### config.mk
export PLATFORM = sky130hd
export DESIGN_NAME = icache_tag_directory
export DESIGN_NICKNAME = d
export VERILOG_FILES = /design/src/verilog/icache_geom_pkg.sv /design/src/verilog/icache_port_pkg.sv /design/src/verilog/icache_tag_directory.sv
export SDC_FILE = /design/constraint.sdc
export NUM_CORES = 2
export LEC_CHECK = 0
export BUFFER_PORTS_ARGS = -buffer_cell sky130_fd_sc_hd__buf_2
export CAP_MARGIN = 20
export CORE_MARGIN = 8
export CORE_UTILIZATION = 48
export CTS_CLUSTER_DIAMETER = 30
export CTS_CLUSTER_SIZE = 12
export DETAILED_ROUTE_END_ITERATION = 16
export MAX_ROUTING_LAYER = met4
export PLACE_DENSITY_LB_ADDON = 0.2
export SYNTH_ARGS = -nofsm -noshare
export SYNTH_HDL_FRONTEND = slang
export SYNTH_SLANG_ARGS = --single-unit
### constraint.sdc
create_clock -name iCLOCK -period 5 [get_ports iCLOCK]
set_input_delay 0.5 -clock iCLOCK [delete_from_list [all_inputs] [get_ports iCLOCK]]
set_output_delay 0.5 -clock iCLOCK [all_outputs]
set_load 0.05 [all_outputs]
### src/verilog/icache_geom_pkg.sv
// Instruction cache geometry
package icache_geom_pkg;

	// 4 ways x 16 sets x 64 byte lines
	parameter int WAYS       = 4;
	parameter int SETS       = 16;
	parameter int TAG_W      = 22;
	parameter int INDEX_W    = 4;
	parameter int WORD_SEL_W = 3;  // 8 words per line
	parameter int BYTE_W     = 3;  // Byte within a 64-bit word
	parameter int WORD_W     = 64;
	parameter int LINE_W     = 512;
	parameter int STATUS_W   = 2;

	typedef logic [1:0] way_t;
	typedef logic [STATUS_W-1:0] status_t;  // 0 invalid, 1 oldest, 3 newest

	parameter status_t ST_INVALID = 2'd0;
	parameter status_t ST_NEWEST  = 2'd3;

	typedef logic [WORD_W-1:0] word_t;
	typedef logic [LINE_W-1:0] line_t;

	// Names one cache line
	typedef struct packed {
		logic [TAG_W-1:0]   tag;
		logic [INDEX_W-1:0] index;
	} line_addr_t;

	typedef struct packed {
		line_addr_t            line;
		logic [WORD_SEL_W-1:0] word_sel;
		logic [BYTE_W-1:0]     byte_off;  // Ignored by the cache
	} cache_addr_t;

	typedef struct packed {
		status_t          status;
		logic [TAG_W-1:0] tag;
	} tag_entry_t;

endpackage

### src/verilog/icache_port_pkg.sv
// Instruction cache port types
package icache_port_pkg;

	// Read request, full byte address
	typedef struct packed {
		icache_geom_pkg::cache_addr_t addr;
	} rd_req_t;

	// Read response, data zero on a miss
	typedef struct packed {
		logic                   hit;
		icache_geom_pkg::word_t data;
	} rd_rsp_t;

	// Whole line fill
	typedef struct packed {
		icache_geom_pkg::line_addr_t addr;
		icache_geom_pkg::line_t      line;
	} fill_t;

	// Directory result handed to the word select stage
	typedef struct packed {
		logic                                    hit;
		icache_geom_pkg::way_t                   way;
		logic [icache_geom_pkg::WORD_SEL_W-1:0]  word_sel;
	} lookup_t;

endpackage

### src/verilog/icache_tag_directory.sv
// Instruction cache tag directory
`timescale 1ns/1ps

module icache_tag_directory #(
	parameter int AGE_PERIOD = 65536
) (
	input  logic                          iCLOCK,
	input  logic                          inRESET,
	input  logic                          rd_en,
	input  icache_geom_pkg::cache_addr_t  rd_addr,
	input  logic                          stall,
	input  logic                          fill_valid,
	input  icache_geom_pkg::line_addr_t   fill_addr,
	output icache_port_pkg::lookup_t      lookup,
	output icache_geom_pkg::way_t         fill_way
);

	localparam int TIMER_W = (AGE_PERIOD > 1) ? $clog2(AGE_PERIOD) : 1;

	// Status and tag per way and set
	icache_geom_pkg::tag_entry_t tags [icache_geom_pkg::WAYS][icache_geom_pkg::SETS];

	logic [TIMER_W-1:0] age_timer;
	logic               age_tick;

	// Lookup of the read set
	always_comb begin
		lookup.hit      = 1'b0;
		lookup.way      = '0;
		lookup.word_sel = rd_addr.word_sel;
		// Walk down so the lowest matching way wins
		for (int w = icache_geom_pkg::WAYS - 1; w >= 0; w--) begin
			if (tags[w][rd_addr.line.index].tag == rd_addr.line.tag &&
					tags[w][rd_addr.line.index].status != icache_geom_pkg::ST_INVALID) begin
				lookup.hit = 1'b1;
				lookup.way = icache_geom_pkg::way_t'(w);
			end
		end
	end

	// Victim choice, passes run from lowest to highest priority
	always_comb begin
		fill_way = icache_geom_pkg::way_t'(icache_geom_pkg::WAYS - 1);  // All ways newest
		for (int s = 2; s >= 0; s--) begin
			for (int w = icache_geom_pkg::WAYS - 1; w >= 0; w--) begin
				if (int'(tags[w][fill_addr.index].status) == s) begin
					fill_way = icache_geom_pkg::way_t'(w);
				end
			end
		end
		// Resident line is refilled in place, status ignored
		for (int w = icache_geom_pkg::WAYS - 1; w >= 0; w--) begin
			if (tags[w][fill_addr.index].tag == fill_addr.tag) begin
				fill_way = icache_geom_pkg::way_t'(w);
			end
		end
	end

	// Age timer, paused while the response side stalls
	assign age_tick = !stall && (int'(age_timer) == AGE_PERIOD - 1);

	always_ff @(posedge iCLOCK or negedge inRESET) begin
		if (!inRESET) begin
			age_timer <= '0;
		end else if (age_tick) begin
			age_timer <= '0;  // Wrap
		end else if (!stall) begin
			age_timer <= age_timer + 1'b1;
		end
	end

	// Status and tag update
	always_ff @(posedge iCLOCK or negedge inRESET) begin
		if (!inRESET) begin
			for (int w = 0; w < icache_geom_pkg::WAYS; w++) begin
				for (int s = 0; s < icache_geom_pkg::SETS; s++) begin
					tags[w][s] <= '0;  // Everything invalid
				end
			end
		end else if (fill_valid) begin
			// Fill owns the cycle, a coinciding tick is dropped
			tags[fill_way][fill_addr.index].status <= icache_geom_pkg::ST_NEWEST;
			tags[fill_way][fill_addr.index].tag    <= fill_addr.tag;
		end else begin
			for (int w = 0; w < icache_geom_pkg::WAYS; w++) begin
				for (int s = 0; s < icache_geom_pkg::SETS; s++) begin
					if (rd_en && lookup.hit && int'(lookup.way) == w &&
							int'(rd_addr.line.index) == s) begin
						tags[w][s].status <= icache_geom_pkg::ST_NEWEST;  // Refresh on hit
					end else if (age_tick && tags[w][s].status[1]) begin
						// Decay 3 to 2 and 2 to 1, oldest stays
						tags[w][s].status <= tags[w][s].status - 1'b1;
					end
				end
			end
		end
	end

endmodule

* Word level (Yosys, flattened, before mapping)
Cells that the tools add are included. W data, S select, Z words.
Word-level totals: output and inout bits 8, input port bits 63, bits in registers 1552
Cells by class: reductions and logical operators 215, muxes and demuxes 247, equal/unequal tests 35, add/subtract/negate cells 65, magnitude comparators 5, bitwise gates (word level) 3
Operator list (number):
- $bwmux W1536 | 2
- $demux W384 S2 | 2
- $bmux W24 S4 | 8
- $mux W384 | 2
- $mux W2 | 206
- $mux W24 | 17
- $demux W24 S4 | 2
- $reduce_bool A3 Y1 | 64
- $eq A22 B22 Y1 | 8
- $logic_and A1 B1 Y1 | 140
- $sub A2 B1 Y2 const B | 64
- $eq A4 B4 Y1 const B | 8
- $mux W16 | 2
- $mux W22 | 1
- $eq A2 B2 Y1 const B | 9
- $add A16 B1 Y16 const B | 1
- $eq A16 B1 Y1 const B | 1
- $eq A4 B3 Y1 const B | 4
- $mux W3 | 4
- $ge A5 B5 Y1 const B | 2
- $logic_not A2 Y1 | 5
- $not A4 Y5 | 2
- $eq A4 B2 Y1 const B | 2
- $reduce_bool A2 Y1 | 4
- other kinds (10) | 10

* Depth between registers and ports, before layout
depth after elaboration 28, gate-level depth with buffers 20

* Worst setup path after synthesis
OpenSTA, ideal clock, no wires.
path kind input to output, from in rd_addr[7] (netlist name), to out lookup[3] (netlist name), path buffers 6, stages 16, setup slack -0.380 ns, data arrival time 4.880 ns, data required time 4.500 ns, cell sequence buf_4 > buf_4 > buf_2 > buf_2 > mux4_2 > a22o_1 > a221oi_1 > xnor2_1 > nand4_1 > or4_1 > nor4b_1 > and2b_1 > buf_4 > buf_2 > inv_1 > a21boi_0
RTL lines:
- from (decl) | RTL line icache_tag_directory.sv:10 | input icache_geom_pkg::cache_addr_t rd_addr,
- to (decl) | RTL line icache_tag_directory.sv:14 | output icache_port_pkg::lookup_t lookup,

==> results.toml <==
[critical_path]
crit_fanout = 45
r2r_start = "tags[694]$_DFFE_PN0P_"
rr_endpoint = "tags[1279]$_DFFE_PN0P_"
cp-end-kind = "output pin"
path_class = "in -> out"
crit_start = "rd_addr[9]"
cp-start-kind = "input port"
cp.required_ns = 4.50
cp.arrival_ns = 4.57
reg2reg_slack_ns = 0.53
setup.worst_path.end = "lookup[3]"
ff2ff_path_depth = 13

[synthesis]
yosysTopAreaCell = "dfrtp_1"
synth_nets = 6593
syn_inst = 6529
ys.flop_type = "dfrtp_1"
syn_avg_cell_area_um2 = 13.7
synth_area_um2 = 89600
ys_ff_latch = 1552
ys_warn_count = 0
ys_seq_area_frac = 0.434
synth_cell_types = 103
async_flop_share = 1.00
netlist_top_cells_count = "dfrtp_1, mux2_2, mux4_2, mux2i_1, mux2_1"
synth.most_common_cell = "dfrtp_1"
yosysTopAreaCellShare = 0.434
synthTopCellsByArea = "dfrtp_1, mux4_2, mux2_2"
synth_edf_count = 0

[route]
routed_wl_um = 338000
drt-initial-drc-count = 7826
drc = 0
drt-met1-wl_um = 134000
vias = 65600
viasPerCell = 6.66
wl_per_cell_um = 34.3
dr.max_layer_used = "met4"
drtAntennaViolNets = 0
firstDrtPassIters = 6
wl_met3_um = 32900
routed-wl-met2_um = 150000

[timing]
post-route-period-util = 1.01
setup_violations = 2
max_slew_margin = 0.188
setup_slack_ns = -0.0744
timing.final.crit_period_ns = 5.07
fmax_mhz = 197
drv_slew = 0
finalHoldViolCount = 0
rsz0062_at_grt = "false"
worst_pin_slew_ns = 1.21
skew_ns = 0.0675

[floorplanning]
rows = 158
fp.coreArea_um2 = 185000
die_x_um = 448
pin_count = 71
dieHeight_um = 448
initial_core_util = 0.483
fp.dieArea_um2 = 201000

[run_status]
status = "finished, violations left"
violations = "setup timing"

[power]
max-vdd-ir-drop_uv = 342
p_leak_nw = 50.8
cellPowerDensity_nw_per_um2 = 536
p_total_mw = 60.0

[cells_and_area]
final_util = 0.603
layout-drive-gt1-share = 0.457
finalNetCount = 7090
area_growth_pct = 24.8
final_cell_area_um2 = 112000

[cts]
cts_buffers = 399
cts_root_buf = "clkbuf_16"
cts_sinks = 1552
cts_tree = "built"
h-tree-depth = 5
clk_pin_slew_worst_paths_ns = 0.05
clk_latency_ns = 0.97
clockBufferDepth = 4

[place]
dp_hpwl_um = 229000
post-place-ws_ns = -0.329
numPortBuffers = 61
place_area_um2 = 97400
gp_congestion = 1.00

[job]
maxCapViolations = 0

[grt]
grt_use_total = 0.343
grt_antenna_before_repair = 25
grt_pass1_vias = 67200
grt_overflow = 0
grt_pass1_wl_um = 488000
grt_start_max_net_pins = 166

[hold_path]
hold_class = "in -> reg"
[what timing repair did]
action	4_1_cts	5_1_grt
pin swaps	1	2
endpoints found under the setup margin	4	4
hold buffers	2	0
hold endpoints to repair	79	0
setup buffers	1	0
resized for setup	10	10
[kinds of logic (layout without fill, tap and decap cells)]
group / count (synthesis) / in the layout / share of synthesized area
AO/OA/AOI/OAI: 761 / 761 / 0.0615
XOR/XNOR: 244 / 244 / 0.0239
adder cells (fa/ha/maj): 1 / 1 / 0.000140
buffers and inverters: 696 / 1516 / 0.0447
flip-flops: 1552 / 1552 / 0.434
multiplexers: 2529 / 2529 / 0.391
other: 0 / 19 / 0
AND/OR/NAND/NOR: 746 / 746 / 0.0454
[per-stage QoR]
step	hold slack (ns)	std cells	setup TNS, ns
finish	0.0613	9848	-0.124
global route	0.0547	9843	0
CTS	0.00149	9829	0
detailed placement	0.462	9102	-95.17
global placement	0.455	9101	-66.54
floorplan	0.204	6529	0
[critical path, cell delays in order]
cell and delay [ns]:
buf_8 0.53, buf_4 0.30, nand2b_1 0.46, buf_4 0.31, o22ai_1 0.11, a31oi_1 0.58, xnor2_1 0.25, nand4_1 0.24
nor4b_4 0.34, buf_4 0.19, and2b_1 0.14, inv_1 0.05, a21boi_2 0.17, buf_6 0.15, buf_12 0.13
[cell type report]
cell class	count	area, um2
clock buffers	499	11000
flip-flops and latches	1552	38800
inverters	28	110
well taps	2480	3100
fillers	14300	73700
repair buffers	764	8450
multi-input cells	4281	47000
clock inverters	225	3200
diodes	19	47.5
[worst min path at each step]
stage,startpoint,to,slack (ns),cells past startpoint
after global placement,age_timer[12]$_DFFE_PN0P_,age_timer[12]$_DFFE_PN0P_,0.46,1
after floorplan,inRESET,age_timer[0]$_DFFE_PN0P_,0.20,0
after global routing,fill_valid,tags[1126]$_DFFE_PN0P_,0.05,3
after CTS,fill_addr[19],tags[351]$_DFFE_PN0P_,0.001,2
after detailed placement,age_timer[14]$_DFFE_PN0P_,age_timer[14]$_DFFE_PN0P_,0.46,1
final,fill_addr[19],tags[351]$_DFFE_PN0P_,0.06,2
[cell usage in the layout, fill, tap and decap left out, types with 30 or more instances in the layout]
master | synthesis | final
a21o_1 | 30 | 30
a21oi_1 | 74 | 74
a221oi_1 | 38 | 37
a22oi_1 | 83 | 83
a31oi_1 | 35 | 35
and3_1 | 48 | 47
buf_12 | 1 | 220
buf_2 | 160 | 47
buf_4 | 130 | 484
bufinv_16 | 0 | 72
clkbuf_1 | 272 | 37
clkbuf_16 | 0 | 402
clkbuf_8 | 0 | 60
clkinv_2 | 0 | 81
clkinvlp_4 | 0 | 40
dfrtp_1 | 1552 | 1552
mux2_1 | 315 | 315
mux2_2 | 1125 | 1125
mux2_4 | 36 | 36
mux2i_1 | 437 | 433
mux4_2 | 616 | 616
nand2_1 | 160 | 155
nand2b_1 | 43 | 43
nand3_1 | 64 | 59
nor2_1 | 155 | 152
nor3_1 | 51 | 50
o211ai_1 | 36 | 36
o21ai_0 | 150 | 150
o22ai_1 | 61 | 61
xnor2_1 | 150 | 149
xor2_1 | 94 | 94
[sequential cells by signal, indices dropped and copies added, names as in the netlist]
name	cells
tags	1536
age_timer	16
[where the power goes]
part | total (mW) | switching, mW | internal, mW
logic | 13.2 | 5.69 | 7.48
clock network | 27.2 | 7.99 | 19.2
registers | 19.6 | 3.18 | 16.5
[metal layers]
| layer | global-route usage | vias to the layer above |
|---|---|---|
| met5 | - | - |
| met4 | 0.185 | 0 |
| met3 | 0.0905 | 881 |
| met2 | 0.496 | 3738 |
| met1 | 0.443 | 34800 |
| li1 | - | 26100 |
Power figures use the tool's default switching activity.
